## config.mk

```make
export PLATFORM = sky130hd
export DESIGN_NAME = icache_tag_array
export DESIGN_NICKNAME = d
export VERILOG_FILES = /design/src/icache_pkg.sv /design/src/icache_tag_array.sv
export SDC_FILE = /design/constraint.sdc
export NUM_CORES = 1
export LEC_CHECK = 0
export BUFFER_PORTS_ARGS = -buffer_cell sky130_fd_sc_hd__buf_2
export CAP_MARGIN = 30
export CORE_MARGIN = 2
export CORE_UTILIZATION = 45
export DETAILED_ROUTE_END_ITERATION = 10
export GPL_TIMING_DRIVEN = 1
export RECOVER_POWER = 100
export SYNTH_ARGS = -nofsm -noshare
export SYNTH_HDL_FRONTEND = slang
export SYNTH_SLANG_ARGS = --single-unit
```

## constraint.sdc

```tcl
create_clock -name core_clock_i -period 8 [get_ports core_clock_i]
set_input_delay 0.4 -clock core_clock_i [delete_from_list [all_inputs] [get_ports core_clock_i]]
set_output_delay 0.4 -clock core_clock_i [all_outputs]
set_load 0.05 [all_outputs]
```

## src/icache_pkg.sv

```systemverilog
package icache_pkg;

  // A line is 128 bytes, delivered as 32 beats of one 32-bit word each
  localparam int LINE_BEATS = 32;

  // TileLink encodes the transfer size as log2 of the byte count
  localparam int TL_SIZE_LINE = 7;

  // Only the access fault is ever raised by the instruction cache
  typedef enum logic [3:0] {
    EXCP_INSTR_ACCESS_FAULT = 4'd1
  } excp_code_e;

  // The cache only ever reads, so Get is the single A-channel opcode
  typedef enum logic [2:0] {
    TL_GET = 3'd4
  } tl_a_opcode_e;

  typedef enum logic [1:0] {
    IDLE,
    MISS_REQ,
    MISS_RESP,
    CFLUSH
  } cache_state_e;

  // Branch predictor sideband, passed through to decode untouched
  typedef struct packed {
    logic        index;
    logic [1:0]  btype;
    logic [1:0]  bm_pred;
    logic [29:0] target;
    logic        vld;
    logic        way;
  } btb_info_t;

  typedef struct packed {
    logic [29:0] ppc;
    btb_info_t   btb;
  } fetch_req_t;

  typedef struct packed {
    logic [29:0] vpc;
    logic [63:0] instr;
    excp_code_e  excp_code;
    logic        excp_vld;
    btb_info_t   btb;
  } dec_out_t;

  typedef struct packed {
    tl_a_opcode_e opcode;
    logic [2:0]   param;
    logic [3:0]   size;
    logic [31:0]  address;
    logic [3:0]   mask;
    logic [31:0]  data;
    logic         corrupt;
  } tl_a_t;

  typedef struct packed {
    logic [2:0]  opcode;
    logic [1:0]  param;
    logic [3:0]  size;
    logic        denied;
    logic [31:0] data;
    logic        corrupt;
  } tl_d_t;

endpackage

```

## src/icache_tag_array.sv

```systemverilog
`timescale 1ns/1ps

module icache_tag_array
  import icache_pkg::*;
#(
  parameter  int CACHE_BYTES = 4096,
  localparam int SETS        = CACHE_BYTES / 256,
  localparam int IDX_W       = $clog2(SETS)
) (
  input  logic             core_clock_i,
  input  logic             rst_i,
  input  logic [29:0]      lookup_addr_i,
  output logic [1:0]       hit_way_o,
  output logic             victim_way_o,
  input  logic             fill_en_i,
  input  logic             fill_way_i,
  input  logic             flush_en_i,
  input  logic [IDX_W-1:0] flush_idx_i,
  output logic             flush_done_o
);

  // The lookup address is a word address, so the line offset is log2 of the beat count
  localparam int OFF_W = $clog2(LINE_BEATS);
  localparam int TAG_W = 30 - OFF_W - IDX_W;

  logic [TAG_W-1:0] tag_q [2][SETS];
  logic [SETS-1:0]  valid_q [2];
  logic             toggle_q;
  logic [IDX_W-1:0] set_idx;
  logic [TAG_W-1:0] tag_in;
  logic             both_valid;

  assign set_idx = lookup_addr_i[OFF_W +: IDX_W];
  assign tag_in  = lookup_addr_i[29 -: TAG_W];

  // Both ways are compared in parallel against the head request
  always_comb begin
    for (int w = 0; w < 2; w++) begin
      hit_way_o[w] = valid_q[w][set_idx] && (tag_q[w][set_idx] == tag_in);
    end
  end

  // An empty way is filled first, way 1 ahead of way 0
  // Once the set is full the toggle picks a pseudo-random victim
  assign both_valid   = valid_q[0][set_idx] && valid_q[1][set_idx];
  assign victim_way_o = both_valid ? toggle_q : !valid_q[1][set_idx];

  // The sweep is over once the last set index has been cleared
  assign flush_done_o = flush_en_i && (flush_idx_i == IDX_W'(SETS - 1));

  always_ff @(posedge core_clock_i) begin
    if (rst_i) begin
      valid_q[0] <= '0;
      valid_q[1] <= '0;
      toggle_q   <= 1'b0;
    end else begin
      // Free-running, so the victim depends on when the miss happens
      toggle_q <= !toggle_q;
      if (fill_en_i) begin
        valid_q[fill_way_i][set_idx] <= 1'b1;
      end
      // One set per cycle, both ways at once
      if (flush_en_i) begin
        valid_q[0][flush_idx_i] <= 1'b0;
        valid_q[1][flush_idx_i] <= 1'b0;
      end
    end
  end

  // The tag goes in together with the last refill beat
  always_ff @(posedge core_clock_i) begin
    if (fill_en_i) begin
      tag_q[fill_way_i][set_idx] <= tag_in;
    end
  end

  // Refill only installs a line that missed, so one line never sits in both ways
  one_hot_hit: assert property (@(posedge core_clock_i) disable iff (rst_i)
    !(hit_way_o[0] && hit_way_o[1]));

endmodule

```

==> results.ini <==
[outcome]
status=complete, but fails checks
violations=capacitance limit, slew limit

[synth]
yosysSeqAreaShare=0.739
synth_edf_count=672
syn-mean-instance-area_um2=19.7
synth_area_um2=28200
synth-xor-area-share=0.0146
ys_ff_latch=705
synth_fp_nets=1467
synth_simple_gate_area_frac=0.0266
async_flop_share=0
ys_top_cells_by_area=edfxtp_1, mux4_2, mux2i_1, dfxtp_1, xnor2_1
ys_warn_count=0
synthAdderAreaFrac=0
synth_top_area_share=0.716
synth_top_family_by_area=multiplexers
ys_types=63
synthCells=1428
synth_mux_area_frac=0.155
synth_compound_area_frac=0.0438
synth_area_leader_cell=edfxtp_1
synth_ff_type=edfxtp_1

[drt]
drc=0
viasPerCell=5.83
antenna_left=0
first_pass_iters=5
drtIter0Drc=1289
avgRoutedWirePerCell_um=27.7
vias=14035
drt-total-wl_um=66600

[critical_path]
cp_max_fo=39
crit_path_start_kind=primary input
endpoint_kind=primary output
worstSetupPathType=primary input to primary output
arrival_ns=5.29
required_ns=7.60

[sta]
min_period_over_period=0.711
max_freq_mhz=176
hold_slack_ns=0.169
worst_slew_pin_slew_ns=2.36
drv_slew=1472
rsz0062_at_grt=false
slew_headroom=-0.572
fin_ws_ns=2.31
fin_crit_ns=5.69
hold_violations=0
tns_ns=0
setup_viol=0
fin_skew_ns=0

[hold_path]
hold_class=primary input to flop

[power_and_ir_drop]
power.switching_mw=1.62
p_clk_frac=0.410
p_leak_nw=9.99
power.density_nw_per_um2=246
seqPwrFrac=0.532
max-vdd-ir-drop_uv=179
p_comb_frac=0.058
p_total_mw=7.70
p_int_mw=6.08
p_sw_frac=0.211

[clocking]
post_cts_resized=0
cts_buffers=70
clk_pin_slew_ns=0.06
cts_hold_buf=0
clock-sinks=705
cts_buffer_depth=3
root_buffer=clkbuf_16
ctsHtreeMaxLevel=3
post_cts_buffers=0
clock_latency_ns=0.59
tritoncts=yes

[placement]
pre_cts_slack_ns=3.29
place_congestion=0.808
port_buffers=37
placed_cell_area_um2=29500
place_hpwl_um=36000
dp.cells=2284

[global_routing]
grt_usage=0.210
use_met1=0.305
antenna_found_initial=2
grt_overflow=0
met2_usage=0.327
grt_pass1_vias=14085
grt_max_degree=124
grt_pass1_wl_um=96100
met3_usage=0.0358
gr-max-usage-layer=met2

[floorplan]
fp.dieW_um=254
io_pins=43
start_util=0.456
die_h_um=254
die_area_um2=64600
core_area_um2=61800
row_count=91

[layout]
final_core_util=0.507
diodes=0
drive_above_1_share=0.176
nets=1558
final_cells=2407
fin_area_um2=31300
synthToLayoutAreaGrowth_pct=11.2
final_cell_mix=edfxtp_1, mux2i_1, mux4_2
final_common_cell=edfxtp_1

[run]
drv_cap=52

-- worst paths after layout --
path,startpoint,to,slack (ns),cells past startpoint
max,lookup_addr_i[7],hit_way_o[1],2.31,10
min,rst_i,toggle_q,0.17,2
max reg2reg,valid_q[1][13],valid_q[1][13],7.40,1
min reg2reg,toggle_q,toggle_q,0.41,1
-- power by group through the flow --
stage	Combinational [mW]	Sequential (mW)	Clock [mW]
after floorplan	0.278	4.17	0
after global placement	0.444	4.17	0
after detailed placement	0.451	4.17	0
after CTS	0.453	4.09	3.22
after global routing	0.475	4.10	3.36
final	0.443	4.10	3.16
-- critical path, cell delays in order --
cell and delay (ns):
buf_6 0.36, clkbuf_1 1.72, mux4_2 0.47, mux2i_1 0.42, mux2i_1 0.17, xnor2_1 0.17
nand2_1 0.12, or4_1 0.54, nor4_2 0.31, clkbuf_1 0.52
-- flip-flops by register name, indices dropped and copies added (netlist names) --
signal    count
valid_q      32
tag_q       672
toggle_q      1
-- cells in the mapped netlist (all sizes together), types with 14 or more instances --
master and count:
nor3 26, mux2i 124, nand2 24, buf 62, a21oi 37, xnor2 36, o21ai 14, edfxtp 672
nor2 42, o21a 33, a221oi 16, a22oi 26, mux2 15, dfxtp 33, mux4 130
-- layout make-up --
type	count	area [um2]
multi-input combinational	638	6780
inverter	10	37.5
timing repair buffer	94	462
clock buffer	89	1890
sequential	705	20800
tap	837	1050
fill	4999	30500
clock inverter	34	290
-- metal layers --
layer / vias up / part of all wire
met3: 79 / 0.065
met4: 0 / 0.022
li1: 6068 / -
met1: 7430 / 0.44
met5: - / 0
met2: 458 / 0.47
-- kinds of logic (layout without fill, tap and decap cells) --
kind of cell,count (synthesis),in the layout
XOR/XNOR,47,47
AND/OR/NAND/NOR,145,145
multiplexers,269,269
AO/OA/AOI/OAI,177,177
flip-flops,705,705
buffers and inverters,85,227
Note: power is estimated with default switching activity, not from simulation.
