File: src/icache_pkg.sv
package icache_pkg;

  // A line is 128 bytes, delivered as 32 beats of one 32-bit word each
  localparam int LINE_BEATS = 32;

  // TileLink encodes the transfer size as log2 of the byte count
  localparam int TL_SIZE_LINE = 7;

  // Only the access fault is ever raised by the instruction cache
  typedef enum logic [3:0] {
    EXCP_INSTR_ACCESS_FAULT = 4'd1
  } excp_code_e;

  // The cache only ever reads, so Get is the single A-channel opcode
  typedef enum logic [2:0] {
    TL_GET = 3'd4
  } tl_a_opcode_e;

  typedef enum logic [1:0] {
    IDLE,
    MISS_REQ,
    MISS_RESP,
    CFLUSH
  } cache_state_e;

  // Branch predictor sideband, passed through to decode untouched
  typedef struct packed {
    logic        index;
    logic [1:0]  btype;
    logic [1:0]  bm_pred;
    logic [29:0] target;
    logic        vld;
    logic        way;
  } btb_info_t;

  typedef struct packed {
    logic [29:0] ppc;
    btb_info_t   btb;
  } fetch_req_t;

  typedef struct packed {
    logic [29:0] vpc;
    logic [63:0] instr;
    excp_code_e  excp_code;
    logic        excp_vld;
    btb_info_t   btb;
  } dec_out_t;

  typedef struct packed {
    tl_a_opcode_e opcode;
    logic [2:0]   param;
    logic [3:0]   size;
    logic [31:0]  address;
    logic [3:0]   mask;
    logic [31:0]  data;
    logic         corrupt;
  } tl_a_t;

  typedef struct packed {
    logic [2:0]  opcode;
    logic [1:0]  param;
    logic [3:0]  size;
    logic        denied;
    logic [31:0] data;
    logic        corrupt;
  } tl_d_t;

endpackage

File: src/icache_ctrl.sv
`timescale 1ns/1ps

module icache_ctrl
  import icache_pkg::*;
#(
  parameter  int CACHE_BYTES = 4096,
  localparam int IDX_W       = $clog2(CACHE_BYTES / 256),
  localparam int PAIR_W      = $clog2(LINE_BEATS) - 1,
  localparam int RAM_AW      = 1 + IDX_W + PAIR_W
) (
  input  logic              core_clock_i,
  input  logic              rst_i,
  input  logic              core_flush_i,
  input  logic              cache_flush_i,
  output logic              flush_resp_o,
  input  logic              work_vld_i,
  input  fetch_req_t        work_req_i,
  output logic              stall_o,
  output logic [24:0]       pmp_addr_o,
  input  logic              pmp_kill_i,
  input  logic [1:0]        hit_way_i,
  input  logic              victim_way_i,
  output logic              fill_en_o,
  output logic              fill_way_o,
  output logic              flush_en_o,
  output logic [IDX_W-1:0]  flush_idx_o,
  input  logic              flush_done_i,
  output logic              ram_rd_en_o,
  output logic [RAM_AW-1:0] ram_rd_addr_o,
  output logic              ram_wr_en_o,
  output logic [RAM_AW-1:0] ram_wr_addr_o,
  output logic [63:0]       ram_wr_data_o,
  output logic              dec_vld_o,
  output dec_out_t          dec_meta_o,
  input  logic              dec_busy_i,
  output tl_a_t             a_o,
  output logic              a_valid_o,
  input  logic              a_ready_i,
  input  tl_d_t             d_i,
  input  logic              d_valid_i,
  output logic              d_ready_o
);

  localparam int BEAT_W = $clog2(LINE_BEATS);

  cache_state_e      state_q;
  logic              block_q;
  logic              refill_drop_q;
  logic              fill_way_q;
  logic [BEAT_W-1:0] beat_q;
  logic [31:0]       even_q;
  logic [IDX_W-1:0]  flush_cnt_q;
  logic [24:0]       miss_line_q;
  logic [29:0]       ppc;
  logic              idle;
  logic              hit;
  logic              fault;
  logic              lookup_ok;
  logic              take;
  logic              miss_start;
  logic              flush_start;
  logic              beat;
  logic              last_beat;
  logic              drop;

  assign ppc   = work_req_i.ppc;
  assign idle  = state_q == IDLE;
  assign hit   = |hit_way_i;
  // Bit 29 marks the uncacheable or invalid region, the checker adds its own kill
  assign fault = ppc[29] || pmp_kill_i;

  // A cache flush only starts from IDLE, and a front-end flush takes priority
  assign flush_start = idle && !core_flush_i && cache_flush_i;
  // The head is looked up only when no flush, block or busy decode claims the cycle
  assign lookup_ok   = idle && !core_flush_i && !cache_flush_i && !block_q &&
                       !dec_busy_i && work_vld_i;
  // Faults are answered straight away without touching the bus
  assign take        = lookup_ok && (hit || fault);
  assign miss_start  = lookup_ok && !hit && !fault;

  // The head stays put during a refill so it can be looked up again afterwards
  assign stall_o = dec_busy_i || !idle || miss_start || flush_start || block_q;

  assign pmp_addr_o   = ppc[29:5];
  assign flush_resp_o = idle;
  assign d_ready_o    = 1'b1;

  // Every valid D-channel cycle during the refill is one beat
  assign beat      = (state_q == MISS_RESP) && d_valid_i;
  assign last_beat = beat && (beat_q == BEAT_W'(LINE_BEATS - 1));
  // A front-end flush mid-refill drains the bus but installs nothing,
  // since the head it was fetching for may already be gone
  assign drop      = refill_drop_q || core_flush_i;

  // The even beat waits in a register and is written together with the odd one
  assign ram_wr_en_o   = beat && beat_q[0] && !drop;
  assign ram_wr_addr_o = {fill_way_q, ppc[BEAT_W +: IDX_W], beat_q[BEAT_W-1:1]};
  assign ram_wr_data_o = {d_i.data, even_q};
  assign fill_en_o     = last_beat && !drop;
  assign fill_way_o    = fill_way_q;

  // A fault reads whichever way, the data is ignored once the exception is flagged
  assign ram_rd_en_o   = take;
  assign ram_rd_addr_o = {hit_way_i[1], ppc[BEAT_W +: IDX_W], ppc[BEAT_W-1:1]};

  assign flush_en_o  = state_q == CFLUSH;
  assign flush_idx_o = flush_cnt_q;

  always_ff @(posedge core_clock_i) begin
    if (rst_i) begin
      state_q       <= IDLE;
      block_q       <= 1'b0;
      refill_drop_q <= 1'b0;
      beat_q        <= '0;
      flush_cnt_q   <= '0;
      a_valid_o     <= 1'b0;
      dec_vld_o     <= 1'b0;
    end else begin
      // The output holds while decode is busy and is thrown away on a front-end flush
      if (core_flush_i) begin
        dec_vld_o <= 1'b0;
      end else if (!dec_busy_i) begin
        dec_vld_o <= take;
      end
      case (state_q)
        IDLE: begin
          if (core_flush_i) begin
            block_q <= 1'b0;
          end else if (flush_start) begin
            state_q <= CFLUSH;
          end else if (miss_start) begin
            state_q       <= MISS_REQ;
            refill_drop_q <= 1'b0;
          end
        end
        MISS_REQ: begin
          state_q   <= MISS_RESP;
          a_valid_o <= 1'b1;
          if (core_flush_i) begin
            refill_drop_q <= 1'b1;
          end
        end
        MISS_RESP: begin
          if (a_ready_i) begin
            a_valid_o <= 1'b0;
          end
          if (core_flush_i) begin
            refill_drop_q <= 1'b1;
          end
          // The counter wraps back to zero on the 32nd beat
          if (beat) begin
            beat_q <= beat_q + 1'b1;
          end
          if (last_beat) begin
            state_q <= IDLE;
          end
        end
        CFLUSH: begin
          flush_cnt_q <= flush_cnt_q + 1'b1;
          // Delivery stays blocked until the core flushes the front end
          if (flush_done_i) begin
            state_q <= IDLE;
            block_q <= 1'b1;
          end
        end
        default: state_q <= IDLE;
      endcase
    end
  end

  always_ff @(posedge core_clock_i) begin
    // Victim and line address are frozen when the miss is seen
    if (miss_start) begin
      miss_line_q <= ppc[29:5];
      fill_way_q  <= victim_way_i;
    end
    if (state_q == MISS_REQ) begin
      a_o.opcode  <= TL_GET;
      a_o.param   <= 3'd0;
      a_o.size    <= 4'(TL_SIZE_LINE);
      a_o.address <= {miss_line_q, 7'h00};
      a_o.mask    <= 4'hf;
      a_o.data    <= 32'h0;
      a_o.corrupt <= 1'b0;
    end
    if (beat && !beat_q[0]) begin
      even_q <= d_i.data;
    end
    // The instruction field is filled in from the data RAM at the top level
    if (take) begin
      dec_meta_o.vpc       <= ppc;
      dec_meta_o.instr     <= '0;
      dec_meta_o.excp_code <= EXCP_INSTR_ACCESS_FAULT;
      dec_meta_o.excp_vld  <= fault;
      dec_meta_o.btb       <= work_req_i.btb;
    end
  end

  // A Get stays offered until the bus has taken it
  a_valid_until_ready: assert property (@(posedge core_clock_i) disable iff (rst_i)
    a_valid_o && !a_ready_i |=> a_valid_o);

  // Data beats only come back for a refill that is in flight
  d_beat_in_refill: assert property (@(posedge core_clock_i) disable iff (rst_i)
    d_valid_i |-> state_q == MISS_RESP);

endmodule

File: config.mk
export PLATFORM = sky130hd
export DESIGN_NAME = icache_ctrl
export DESIGN_NICKNAME = d
export VERILOG_FILES = /design/src/icache_pkg.sv /design/src/icache_ctrl.sv
export SDC_FILE = /design/constraint.sdc
export NUM_CORES = 1
export LEC_CHECK = 0
export ABC_CLOCK_PERIOD_IN_PS = 9900
export BUFFER_PORTS_ARGS = -buffer_cell sky130_fd_sc_hd__buf_2
export CORE_AREA = 8 8 172 174
export DETAILED_ROUTE_END_ITERATION = 12
export DIE_AREA = 0 0 180 182
export SYNTH_ARGS = -nofsm -noshare
export SYNTH_HDL_FRONTEND = slang
export SYNTH_SLANG_ARGS = --single-unit
File: constraint.sdc
create_clock -name core_clock_i -period 9.9 [get_ports core_clock_i]
set_clock_uncertainty 0.15 [all_clocks]
set_input_delay 0.495 -clock core_clock_i [delete_from_list [all_inputs] [get_ports core_clock_i]]
set_output_delay 0.495 -clock core_clock_i [all_outputs]
set_load 0.02 [all_outputs]
==> qor.txt <==
Clk pwr share: 38.7%
antenna diode count: 0
Hold Path Class: in2reg
placed cell count: 1,036
DP Area: 7910 µm²
Non-Filler Instances: 1,068
DRT Pass-1 Iters: 4
Net Sw Power: 509 µW
synthesized flop and latch total: 166
Post-DRT Antenna Nets: 0
largest family of logic cells by synthesized area: buffers and inverters
post-CTS setup buffer count: 0
RSZ-0062 raised after global routing: no
total CTS buffers: 17
internal power: 1200 µW
vias in the first global route: 4,129
Avg Inst Size Synth: 15.3 µm²
Final HPWL DP: 14,400 µm
Worst R2R End: dec_meta_o[112]
global-route wire length before repair: 26,600 µm
CTS sink cnt: 166
Adder-Cell Fraction of Synth Area: 1.46%
maxcap violations: 0
htree depth: 4
initial antenna violation count: 0
sequential fraction of the synthesis area: 70.3%
Flop pwr share: 47.5%
GRT Overall Usage: 10.8%
switching share of power: 29.8%
WHS Path Cells: 1
CP max FO: 69
Worst EP required: 9.26 ns
Slew headroom: 36.3%
fin area: 8500 µm²
CTS tree: done
Cell Pwr Density: 201 nW/µm²
DR vias: 3,864
Port-buffer cells: 324
status: complete, no violations
number of vias per cell: 3.62
Crit. End Element: output pin
full die area: 32,800 µm²
Lkg Pwr: 0.00371 µW
Post-Syn Instances: 448
Final Cycle Share: 33.5%
Synth Area in Simple Gates: 3.82%
num ports: 459
FF-to-FF Start: state_q[1]
most common cell after layout, fill and taps aside: buf_2
Die X-Extent: 180 µm
Compound-Gate Fraction of Synth Area: 1.16%
fraction of layout cells with a size suffix above 1: 50.3%
Hold-fix buffers, CTS: 0
Slew @ Worst Pin: 0.956 ns
largest net degree at the start of global routing: 70
Yosys cell types: 32
final wirelength: 18,800 µm
Mapped Area: 6880 µm²
worst hold endpoint: fill_way_o
Final Hold Fails: 0
most frequent cells in the layout: buf_2, edfxtp_1, conb_1, clkbuf_16, dfxtp_1
gr ovfl total: 0
routability cong.: 0.749
R2R depth: 6
XOR/XNOR Fraction of Synth Area: 0.764%
Comb power frac: 13.8%
final setup fails: 0
height of the die: 182 µm
peak supply drop: 0.0866 mV
CTS Root Cell: clkbuf_16
first-iteration detailed-routing DRC count: 232
Worst EP arrival: 2.67 ns
routed len/inst: 17.6 µm
Final Max Tran Viols: 0
mux cell area share after synthesis: 0.291%
Crit. Startpoint: state_q[1]
Max Freq: 302 MHz
setup_tns: 0 ns
Hold Crit Start: victim_way_i
Initial Util: 25.8%
crit start category: register
reg-to-reg slack, setup: 7.41 ns
DRC: 0
Core ar.: 26,700 µm²
Site Rows: 60
Synth Warn #: 0
worst skew pair latency: 0.41 ns
CTS max path bufs: 2
Area Growth Syn to Fin: 23.6%
CTS resizes: 0
critical path type: reg2out
Min Clock Period, post-route: 3.31 ns
Worst-path clk slew: 0.08 ns
fin nets: 845
==> worst max-delay path, cell delays in order (launching register included) <==
cell and delay [ns]:
dfxtp_1 0.33, inv_1 0.12, ha_1 0.26, and2b_1 0.21
nand2_1 0.13, nor2_4 0.12, buf_4 0.65, buf_2 0.31
==> power by group through the flow <==
stage / logic (µW) / registers, µW / clock network (µW)
floorplan: 161 / 865 / 0
global placement: 236 / 827 / 0
detailed placement: 238 / 828 / 0
CTS: 238 / 812 / 692
global route: 253 / 815 / 716
finish: 236 / 812 / 662
==> metal layers <==
| layer | routed length (µm) | part of all wire [%] | global-route usage (%) | vias up |
|---|---|---|---|---|
| li1 | - | - | - | 1762 |
| met1 | 7470 | 40 | 12.2 | 1914 |
| met2 | 10100 | 53 | 18.8 | 181 |
| met3 | 1140 | 6.1 | 3.89 | 7 |
| met4 | 144 | 0.77 | 3.17 | 0 |
| met5 | 0 | 0 | 0 | - |
==> through the flow <==
step | total power (µW) | worst slack [ns] | hold slack (ns) | utilization, %
after floorplan | 1030 | 5.10 | 0.250 | -
after global placement | 1060 | 6.95 | 0.250 | 29.7
after detailed placement | 1070 | 6.91 | 0.255 | 29.7
after CTS | 1740 | 6.49 | 0.0684 | 31.9
after global routing | 1780 | 6.35 | 0.0590 | 31.9
final | 1710 | 6.59 | 0.0952 | 31.9
==> synth_stat cells <==
cell | instances | area, µm²
nor4b_4 | 1 | 23.8
edfxtp_1 | 151 | 4530
nand4_1 | 1 | 6.26
or2_2 | 1 | 6.26
mux2i_1 | 2 | 20.0
and2b_1 | 1 | 7.51
nor4b_1 | 1 | 8.76
dfxtp_1 | 15 | 300
nor2_1 | 12 | 45.0
xnor2_1 | 1 | 8.76
ha_1 | 8 | 100
inv_1 | 5 | 18.8
a221o_1 | 1 | 10.0
clkbuf_1 | 2 | 7.51
nor3_1 | 1 | 5.00
o21ai_0 | 2 | 10.0
conb_1 | 2 | 7.51
clkbuf_2 | 1 | 5.00
nand2_1 | 9 | 33.8
nor4_4 | 1 | 21.3
a21oi_1 | 7 | 35.0
nand2b_1 | 2 | 12.5
nor3b_1 | 2 | 15.0
nand3_1 | 6 | 30.0
a2111o_1 | 1 | 11.3
o31ai_1 | 1 | 7.51
nand3_2 | 1 | 10.0
nor2b_1 | 4 | 25.0
xor2_1 | 5 | 43.8
buf_4 | 198 | 1490
and3_1 | 2 | 12.5
a31oi_1 | 1 | 6.26
==> how the worst max path moves through the flow <==
stage	end	slack, ns	cells after the start
2_1_floorplan	dec_meta_o[0]	5.10	5
3_3_place_gp	ram_rd_en_o	6.95	6
3_5_place_dp	ram_rd_en_o	6.91	6
4_1_cts	ram_rd_en_o	6.49	7
5_1_grt	ram_rd_en_o	6.35	7
6_report	ram_rd_en_o	6.59	7
==> kinds of logic (layout without fill, tap and decap cells) <==
logic type      count (synthesis)  count (layout)
xor+xnor                        6               6
buf+inv                       206             364
simple gates                   45              45
mux                             2               2
compound gates                 13              13
flops                         166             166
other cells                     2             123
fa+ha+maj                       8               8
==> final cells by class <==
type,instances,area (µm²)
Fill cell,2659,18200
Sequential cell,166,4830
Tap cell,341,427
Timing Repair Buffer,327,1640
Multi-Input combinational cell,197,990
Clock buffer,17,425
Inverter,5,18.8
Clock inverter,15,158
==> flip-flops by register name, summed over array words and instances, names as in the netlist <==
signal         count
a_o               25
a_valid_o          1
beat_q             5
block_q            1
dec_meta_o        68
dec_vld_o          1
even_q            32
fill_way_o         1
flush_idx_o        4
miss_line_q       25
refill_drop_q      1
state_q            2
No activity file was read; power rests on OpenSTA's default activity.
