**src/icache_pkg.sv**
```systemverilog
package icache_pkg;

  // A line is 128 bytes, delivered as 32 beats of one 32-bit word each
  localparam int LINE_BEATS = 32;

  // TileLink encodes the transfer size as log2 of the byte count
  localparam int TL_SIZE_LINE = 7;

  // Only the access fault is ever raised by the instruction cache
  typedef enum logic [3:0] {
    EXCP_INSTR_ACCESS_FAULT = 4'd1
  } excp_code_e;

  // The cache only ever reads, so Get is the single A-channel opcode
  typedef enum logic [2:0] {
    TL_GET = 3'd4
  } tl_a_opcode_e;

  typedef enum logic [1:0] {
    IDLE,
    MISS_REQ,
    MISS_RESP,
    CFLUSH
  } cache_state_e;

  // Branch predictor sideband, passed through to decode untouched
  typedef struct packed {
    logic        index;
    logic [1:0]  btype;
    logic [1:0]  bm_pred;
    logic [29:0] target;
    logic        vld;
    logic        way;
  } btb_info_t;

  typedef struct packed {
    logic [29:0] ppc;
    btb_info_t   btb;
  } fetch_req_t;

  typedef struct packed {
    logic [29:0] vpc;
    logic [63:0] instr;
    excp_code_e  excp_code;
    logic        excp_vld;
    btb_info_t   btb;
  } dec_out_t;

  typedef struct packed {
    tl_a_opcode_e opcode;
    logic [2:0]   param;
    logic [3:0]   size;
    logic [31:0]  address;
    logic [3:0]   mask;
    logic [31:0]  data;
    logic         corrupt;
  } tl_a_t;

  typedef struct packed {
    logic [2:0]  opcode;
    logic [1:0]  param;
    logic [3:0]  size;
    logic        denied;
    logic [31:0] data;
    logic        corrupt;
  } tl_d_t;

endpackage

```
**src/fetch_skid_buffer.sv**
```systemverilog
`timescale 1ns/1ps

module fetch_skid_buffer
  import icache_pkg::*;
(
  input  logic       core_clock_i,
  input  logic       rst_i,
  input  logic       flush_i,
  input  logic       stall_i,
  input  logic       in_vld_i,
  input  fetch_req_t in_req_i,
  output logic       busy_o,
  output logic       out_vld_o,
  output fetch_req_t out_req_o
);

  logic       main_vld_q;
  fetch_req_t main_q;
  logic       skid_vld_q;
  fetch_req_t skid_q;
  logic       main_free;
  logic       take_in;

  // The main register may load when the controller consumes it or when it holds nothing
  assign main_free = !stall_i || !main_vld_q;
  // Fetch is refused while the skid slot is occupied and has to hold its request
  assign take_in   = in_vld_i && !skid_vld_q;

  assign busy_o    = skid_vld_q;
  assign out_vld_o = main_vld_q;
  assign out_req_o = main_q;

  always_ff @(posedge core_clock_i) begin
    if (rst_i || flush_i) begin
      main_vld_q <= 1'b0;
      skid_vld_q <= 1'b0;
    end else if (main_free) begin
      // A parked request always drains ahead of anything new from fetch
      if (skid_vld_q) begin
        main_vld_q <= 1'b1;
        skid_vld_q <= 1'b0;
      end else begin
        main_vld_q <= take_in;
      end
    end else if (take_in) begin
      skid_vld_q <= 1'b1;
    end
  end

  always_ff @(posedge core_clock_i) begin
    if (main_free) begin
      main_q <= skid_vld_q ? skid_q : in_req_i;
    end
    // The skid slot only captures while the head is stuck and the slot is empty
    if (!main_free && !skid_vld_q) begin
      skid_q <= in_req_i;
    end
  end

  // A parked request survives untouched for as long as the head stays stalled
  skid_held: assert property (@(posedge core_clock_i) disable iff (rst_i || flush_i)
    skid_vld_q && !main_free |=> skid_vld_q && $stable(skid_q));

endmodule

```
**config.mk**
```make
export PLATFORM = sky130hd
export DESIGN_NAME = fetch_skid_buffer
export DESIGN_NICKNAME = d
export VERILOG_FILES = /design/src/icache_pkg.sv /design/src/fetch_skid_buffer.sv
export SDC_FILE = /design/constraint.sdc
export NUM_CORES = 1
export LEC_CHECK = 0
export BUFFER_PORTS_ARGS = -buffer_cell sky130_fd_sc_hd__buf_4
export CELL_PAD_IN_SITES_DETAIL_PLACEMENT = 2
export CELL_PAD_IN_SITES_GLOBAL_PLACEMENT = 2
export CORE_ASPECT_RATIO = 0.6
export CORE_MARGIN = 10
export CORE_UTILIZATION = 34
export CTS_CLUSTER_SIZE = 40
export DETAILED_ROUTE_END_ITERATION = 10
export PLACE_DENSITY_LB_ADDON = 0.1
export SYNTH_ARGS = -nofsm -noshare
export SYNTH_HDL_FRONTEND = slang
export SYNTH_SLANG_ARGS = --single-unit
```
**constraint.sdc**
```tcl
create_clock -name core_clock_i -period 5.5 [get_ports core_clock_i]
set_input_delay 0 -clock core_clock_i [delete_from_list [all_inputs] [get_ports core_clock_i]]
set_output_delay 0 -clock core_clock_i [all_outputs]
set_load 0.02 [all_outputs]
```
==> results of run 1 <==
==> critical path: stages, from the launching register on <==
cell	delay (ns)
dfxtp_1	0.38
nand2_4	0.54
nor2_4	0.91
buf_4	0.59
==> sequential cells by signal, indices dropped and copies added (netlist names) <==
name,count
out_vld_o,1
busy_o,1
skid_q,67
out_req_o,67
==> where the power goes <==
group          switching, uW  total (uW)  internal (uW)
combinational            104         230            126
clock                    430        1090            661
sequential              18.0        1210           1190
total                    552        2530           1980
==> layout make-up <==
cell class,count,area (um2),share of cell area (%)
flip-flops and latches,136,4068,54.38
clock inverters,14,133.9,1.790
well taps,198,247.7,3.312
repair buffers,212,1769,23.65
clock buffers,18,429.2,5.738
multi-input cells,72,832.0,11.12
==> cells by family (layout without fill, tap and decap cells) <==
kind of cell           count (synthesis)  count (layout)  synth area share (%)
AO/OA/AOI/OAI                          1               1                0.2529
buffers and inverters                  8             244                 1.340
flip-flops                           136             136                 82.14
multiplexers                          67              67                 15.86
AND/OR/NAND/NOR                        4               4                0.4047
==> how the worst max path moves through the flow <==
stage | start | end | cells after the start
2_1_floorplan | out_vld_o$_SDFFE_PP0P_ | skid_q[0]$_DFFE_PP_ | 2
3_3_place_gp | out_vld_o$_SDFFE_PP0P_ | skid_q[20]$_DFFE_PP_ | 3
3_5_place_dp | out_vld_o$_SDFFE_PP0P_ | skid_q[17]$_DFFE_PP_ | 3
4_1_cts | out_vld_o$_SDFFE_PP0P_ | skid_q[21]$_DFFE_PP_ | 3
5_1_grt | out_vld_o$_SDFFE_PP0P_ | skid_q[21]$_DFFE_PP_ | 3
6_report | out_vld_o$_SDFFE_PP0P_ | skid_q[21]$_DFFE_PP_ | 3
==> per-stage QoR <==
| stage | cells | setup slack [ns] | cell area, um2 | util [%] |
|---|---|---|---|---|
| global placement | 547 | 2.623 | 6206 | 43.16 |
| CTS | 650 | 2.573 | 7480 | 52.02 |
| floorplan | 216 | 0.7304 | 4950 | - |
| detailed placement | 547 | 2.602 | 6206 | 43.16 |
| global route | 650 | 2.310 | 7480 | 52.02 |
| finish | 650 | 2.634 | 7480 | 52.02 |
==> per-layer routing <==
layer	vias to the layer above	wire length [um]	global-route usage [%]
met1	1412	5887	17.42
met5	-	0	0
met2	113	6059	20.79
met4	0	141	4.893
li1	1314	-	-
met3	12	899	4.752
==> cells in the mapped netlist <==
| cell | instances | share of area [%] |
|---|---|---|
| buf_6 | 1 | 0.23 |
| mux2_4 | 8 | 2.4 |
| nor2_1 | 1 | 0.076 |
| a211oi_2 | 1 | 0.25 |
| nand2_1 | 1 | 0.076 |
| buf_2 | 5 | 0.51 |
| nor2_2 | 1 | 0.13 |
| nor4_1 | 1 | 0.13 |
| dfxtp_1 | 2 | 0.81 |
| buf_8 | 2 | 0.61 |
| edfxtp_1 | 134 | 81 |
| mux2_2 | 59 | 13 |
==> flow_summary.ini, run 1 <==
[timing]
fin_skew_ns = 0.006293
relSlewSlack_pct = 32.18
finalSetupViolCount = 0
period_minus_slack_ns = 2.866
whs_ns = 0.3175
finalHoldViolCount = 0
period_share_pct = 52.11
maxSlewViolCount = 0
clock.fmax_mhz = 348.9
grt_setup_unrepaired = no
tightest_slew_ns = 1.017
setup_tns_ns = 0

[global_routing]
grt_pass1_vias = 3302
antenna_found_initial = 0
grt_pass1_wl_um = 20350
grt_overflow = 0
grt_usage_pct = 13.53
grt_max_degree = 71

[min_path]
min_path_cells = 2
hold_path.class = input pin to flop
hold_start = in_req_i[20]
holdPathEnd = skid_q[20]$_DFFE_PP_

[drt]
routed_wirelength_um = 12990
num_vias = 2851
initialDrtViolationCount = 218
drc = 0
antenna_left = 0
viasPerCell = 4.386
first_pass_iters = 4
wire_per_inst_um = 19.98

[floorplanning]
coreArea_um2 = 14380
die_h_um = 113.4
rows = 34
die_w_um = 175.7
die-area_um2 = 19930
pin_count = 141
start_util_pct = 34.41

[cts]
ctsHtreeMaxLevel = 4
insertion_delay_ns = 0.40
hold_buffers = 71
clkTransAtPathRegs_ns = 0.06
cts_num_sinks = 136
cts_resized = 0
clock_path_buffers = 2
clockRootBuffer = clkbuf_16
cts_setup_buffers = 0
cts_tree = done
cts_buffers = 17

[yosys]
syn_area_um2 = 4947
syn-num-nets = 288
yosys_warnings = 0
synth_seq_cells = 136
synth_cells = 216
avgSynthCellArea_um2 = 22.90
synth_cell_types = 12
synth.yosys.seq_area_share_pct = 82.14

[finish]
synthToLayoutAreaGrowth_pct = 51.19
final_cell_mix = buf_4 (141), edfxtp_1 (134), dlygate4sd3_1 (71), mux2_2 (59), clkbuf_16 (17)
fillers = 1326
final_common_cell = buf_4
drive_above_1_share_pct = 53.54
nets = 511
diodes = 0

[setup_path]
worstReg2RegEnd = skid_q[21]$_DFFE_PP_
cp_max_fo = 70
critPathKind = flop to flop
r2r_setup_slack_ns = 2.63
reg2reg_from = out_vld_o$_SDFFE_PP0P_
critPathCaptureType = flop
reg2regPathDepth = 3
cp.required_ns = 5.54
start_kind = flop
crit_arrival_ns = 2.91

[flow_run]
maxCapViolations = 0

[power]
power_uw = 2528
p_per_area_nw_per_um2 = 338.0
ir_worst_vdd_uv = 173.8
leakage_uw = 0.002862

[placed_design]
gp_congestion = 0.6918
dpl.hpwl_um = 7968
numPortBuffers = 140

[outcome]
run_status = complete, no violations
No activity file was read; power rests on OpenSTA's default activity.
==> run 2: changes to the inputs <==
--- a/config.mk
+++ b/config.mk
@@ -5,6 +5,7 @@
 export SDC_FILE = /design/constraint.sdc
 export NUM_CORES = 1
 export LEC_CHECK = 0
+export ABC_AREA = 1
 export BUFFER_PORTS_ARGS = -buffer_cell sky130_fd_sc_hd__buf_4
 export CELL_PAD_IN_SITES_DETAIL_PLACEMENT = 2
 export CELL_PAD_IN_SITES_GLOBAL_PLACEMENT = 2
==> constraint.sdc (replaced) <==
create_clock -name core_clock_i -period 3 [get_ports core_clock_i]
set_input_delay 0 -clock core_clock_i [delete_from_list [all_inputs] [get_ports core_clock_i]]
set_output_delay 0 -clock core_clock_i [all_outputs]
set_load 0.02 [all_outputs]
==> flow_summary.ini, run 2 <==
[finish]
final_common_cell = nand2_1
synthToLayoutAreaGrowth_pct = 51.66
final_cell_mix = nand2_1 (204), buf_4 (144), edfxtp_1 (134), dlygate4sd3_1 (72), clkbuf_16 (17)
drive_above_1_share_pct = 29.87
postLayoutCellArea_um2 = 7537
nets = 658

[setup_path]
start_kind = flop
cp_max_fo = 69
critPathCaptureType = flop
critPathKind = flop to flop
crit_arrival_ns = 2.35
cp.required_ns = 3.29

[global_routing]
grt_overflow = 0
grt_pass1_vias = 4250
grt_max_degree = 70
antenna_found_initial = 1
grt_pass1_wl_um = 25160
grt_usage_pct = 16.60

[yosys]
synth_seq_cells = 136
avgSynthCellArea_um2 = 13.62
synth_cells = 365
syn-num-nets = 437
syn_area_um2 = 4970
synth_ff_type = edfxtp_1
synth.yosys.seq_area_share_pct = 81.77
ys_top_cells_by_area = edfxtp_1 (81%), nand2_1 (15%), buf_2 (0.91%), dfxtp_1 (0.81%), buf_6 (0.68%)
ys_top_cells_by_count = nand2_1 (205), edfxtp_1 (134), buf_2 (9)
synthArstFlopShare_pct = 0
yosysTopAreaCell = edfxtp_1
synth_cell_types = 10
synth_top_area_share_pct = 80.97
synth_edf_count = 134
yosys_warnings = 0
synth.most_common_cell = nand2_1

[timing]
clock.fmax_mhz = 486.5
maxSlewViolCount = 0
setup_tns_ns = 0
grt_setup_unrepaired = no
period_share_pct = 68.52
finalSetupViolCount = 0
fin_skew_ns = 0.01167
tightest_slew_ns = 0.9778
relSlewSlack_pct = 34.82
post-route-worst-setup-slack_ns = 0.9445
period_minus_slack_ns = 2.056
finalHoldViolCount = 0

[cts]
ctsHtreeMaxLevel = 4
cts_resized = 0
cts_buffers = 17
cts_num_sinks = 136
cts_tree = done
clock_path_buffers = 2
clkTransAtPathRegs_ns = 0.06
clockRootBuffer = clkbuf_16
insertion_delay_ns = 0.42

[drt]
first_pass_iters = 4
antenna_left = 0
routed_wirelength_um = 16230
viasPerCell = 4.503
initialDrtViolationCount = 196
wire_per_inst_um = 20.41
num_vias = 3580
drc = 0

[min_path]
hold_path.class = input pin to flop

[floorplanning]
pin_count = 141
coreArea_um2 = 14420
rows = 34
start_util_pct = 34.46
die_h_um = 113.7
die-area_um2 = 20010
die_w_um = 176.1

[power]
p_per_area_nw_per_um2 = 628.4
leakage_uw = 0.003201
ir_worst_vdd_uv = 342.0

[placed_design]
dpl.hpwl_um = 9888
gp_congestion = 0.7195
post_dp_cell_area_um2 = 6233
pre_cts_ws_ns = 1.130
numPortBuffers = 140

[outcome]
run_status = complete, no violations

[flow_run]
maxCapViolations = 0
## run 2: where the power goes
group / internal (uW) / switching [uW] / leakage, uW
registers: 2180 / 31.1 / 0.00133
clock network: 1290 / 796 / 0.000269
logic: 216 / 221 / 0.00160
total: 3690 / 1050 / 0.00320
## run 2: stage by stage
step	cells	hold slack, ns	total power [uW]	utilization (%)
5_1_grt	795	0.1246	4894	52.26
6_report	795	0.1211	4736	52.26
4_1_cts	794	0.1264	4776	52.25
3_3_place_gp	693	0.1904	2592	43.22
2_1_floorplan	365	0.09887	2381	-
3_5_place_dp	693	0.1906	2609	43.22
## run 2: logic make-up after synthesis
logic type	Yosys count	synth area share, %
and+or+nand+nor	209	15.79
buffers and inverters	19	2.341
DFF	136	81.77
AOI/OAI and AO/OA	1	0.1006
## run 2: cell type report
| class | instances | area, um2 |
|---|---|---|
| multi-input combinational | 210 | 804.5 |
| antenna | 1 | 2.502 |
| tap | 198 | 247.7 |
| fill | 1371 | 6884 |
| clock inverter | 12 | 155.1 |
| clock buffer | 17 | 425.4 |
| timing repair buffer | 217 | 1822 |
| sequential | 136 | 4065 |
| inverter | 4 | 15.01 |
## run 2: final timing paths
path                                             start                 endpoint  slack [ns]  cells after the start
worst max register to register  out_vld_o$_SDFFE_PP0P_   out_vld_o$_SDFFE_PP0P_        0.94                      4
worst min-delay path                           stall_i      skid_q[5]$_DFFE_PP_        0.12                      3
worst min register to register    skid_q[36]$_DFFE_PP_  out_req_o[36]$_DFFE_PP_        0.51                      2
worst max-delay path            out_vld_o$_SDFFE_PP0P_   out_vld_o$_SDFFE_PP0P_        0.94                      4
## run 2: worst max-delay path, stage by stage (launching register included)
cell and delay, ns:
dfxtp_1 0.33, nand2_4 0.08, buf_4 0.75, a21oi_1 0.17, dlygate4sd3_1 0.61
## run 2: layer usage
layer / global-route usage, % / share of wire [%] / vias to the layer above
li1: - / - / 1670
met4: 5.737 / 0.96 / 0
met3: 4.653 / 4.8 / 13
met5: 0 / 0 / -
met1: 18.85 / 42 / 1804
met2: 29.57 / 52 / 93
## run 2: repair_timing
| action | CTS | global route |
|---|---|---|
| hold endpoints to repair | 136 | 0 |
| hold buffers | 72 | 0 |
| setup buffers | 0 | 0 |
| setup endpoints to repair | 0 | 0 |
==> run 3: changes to the inputs <==
==> constraint.sdc (replaced) <==
create_clock -name core_clock_i -period 2.13 [get_ports core_clock_i]
set_input_delay 0 -clock core_clock_i [delete_from_list [all_inputs] [get_ports core_clock_i]]
set_output_delay 0 -clock core_clock_i [all_outputs]
set_load 0.02 [all_outputs]
==> flow_summary.ini, run 3 (synthesis gave the netlist of run 2 again) <==
[outcome]
run_status = complete, no violations

[global_routing]
grt_pass1_wl_um = 24320
grt_pass1_vias = 4131
grt_max_degree = 70
antenna_found_initial = 1
grt_usage_pct = 15.89
grt_overflow = 0

[drt]
antenna_left = 0
num_vias = 3554
viasPerCell = 4.454
first_pass_iters = 4
wire_per_inst_um = 19.67
routed_wirelength_um = 15700
initialDrtViolationCount = 249
drc = 0

[timing]
relSlewSlack_pct = 69.44
tightest_slew_ns = 0.4583
maxSlewViolCount = 0
period_minus_slack_ns = 1.722
finalHoldViolCount = 0
clock.fmax_mhz = 580.7
finalSetupViolCount = 0
setup_tns_ns = 0
whs_ns = 0.1869
grt_setup_unrepaired = no
period_share_pct = 80.84
fin_skew_ns = 0.008323

[cts]
clkTransAtPathRegs_ns = 0.06
cts_tree = done
cts_setup_buffers = 0
cts_num_sinks = 136
cts_buffers = 17
clockRootBuffer = clkbuf_16
cts_resized = 0
insertion_delay_ns = 0.41
clock_path_buffers = 2
ctsHtreeMaxLevel = 4

[min_path]
hold_path.class = input pin to flop
hold_start = stall_i

[setup_path]
crit_arrival_ns = 2.06
cp.required_ns = 2.47
start_kind = input pin
cpPeakStageDelay_ns = 0.56
critPathCaptureType = flop
crit_top_cell = dlygate4sd3_1
cp_max_fo = 2
cp_slowest_cell = dlygate4sd3_1
startpoint = flush_i
critPathKind = input pin to flop
crit_chain = dlygate4sd3_1 -> buf_4 -> nor2_1 -> dlygate4sd3_1 -> nand2_1 -> dlygate4sd3_1 -> nor2_1
reg2reg_from = busy_o$_SDFFE_PP0P_

[finish]
final_cell_mix = nand2_1 (204), buf_4 (143), edfxtp_1 (134), dlygate4sd3_1 (72), clkbuf_16 (17)
fin_util_pct = 52.93
drive_above_1_share_pct = 30.05
postLayoutCellArea_um2 = 7634
synthToLayoutAreaGrowth_pct = 53.60
final_common_cell = nand2_1
nets = 659
fillers = 1350

[floorplanning]
rows = 34
start_util_pct = 34.46
die_w_um = 176.1
coreArea_um2 = 14420
die_h_um = 113.7
die-area_um2 = 20010
pin_count = 141

[flow_run]
maxCapViolations = 0

[power]
leakage_uw = 0.003238
power_uw = 6940
p_per_area_nw_per_um2 = 909.1
ir_worst_vdd_uv = 545.8

[placed_design]
dpl.hpwl_um = 9535
gp_congestion = 0.7066
numPortBuffers = 140
post_dp_cell_area_um2 = 6279
[run 3: cell types whose count changed in the layout (fill, tap and decap cells not counted), sizes merged]
cell	delta
clkinv	+2
bufinv	+2
inv	-1
clkinvlp	-1
buf	+1
[run 3: stage by stage]
stage	instances	setup slack [ns]
global route	798	0.3520
detailed placement	694	0.8209
finish	798	0.4080
global placement	694	0.8412
floorplan	365	-0.03768
CTS	797	0.5088
[run 3: worst max-delay path: cells and delay by family]
kind,cells,cell delay (ns)
buffers and inverters,4,1.81
and+or+nand+nor,3,0.25
[run 3: path summary, 6_finish.rpt]
check,end,depth (start not counted),slack [ns]
worst max-delay path,busy_o$_SDFFE_PP0P_,7,0.41
worst min-delay path,busy_o$_SDFFE_PP0P_,4,0.19
worst max register to register,busy_o$_SDFFE_PP0P_,6,0.51
worst min register to register,out_req_o[42]$_DFFE_PP_,2,0.51
[run 3: layer usage]
metal / vias up / routed length, um / GRT usage, %
met5: - / 0 / 0
met4: 0 / 138 / 4.556
met3: 11 / 888 / 5.347
met2: 89 / 7848 / 27.22
met1: 1782 / 6821 / 18.70
li1: 1672 / - / -
[run 3: layout make-up]
class	count	area (um2)	area share (%)
clock buffer	17	425.4	5.573
timing repair buffer	218	1854	24.29
inverter	4	15.01	0.1967
clock inverter	14	206.4	2.704
multi-input combinational	210	813.3	10.65
tap	198	247.7	3.245
antenna	1	2.502	0.03278
sequential	136	4069	53.30
[run 3: repair_timing]
action,CTS,global route
hold buffers,72,0
endpoints found under the setup margin,0,0
endpoints found under the hold margin,136,0
[run 3: report_power, final]
group | leakage [uW] | internal (uW) | switching (uW)
registers | 0.00133 | 3070 | 45.8
clock network | 0.000296 | 2060 | 1150
logic | 0.00161 | 307 | 304
total | 0.00324 | 5440 | 1500
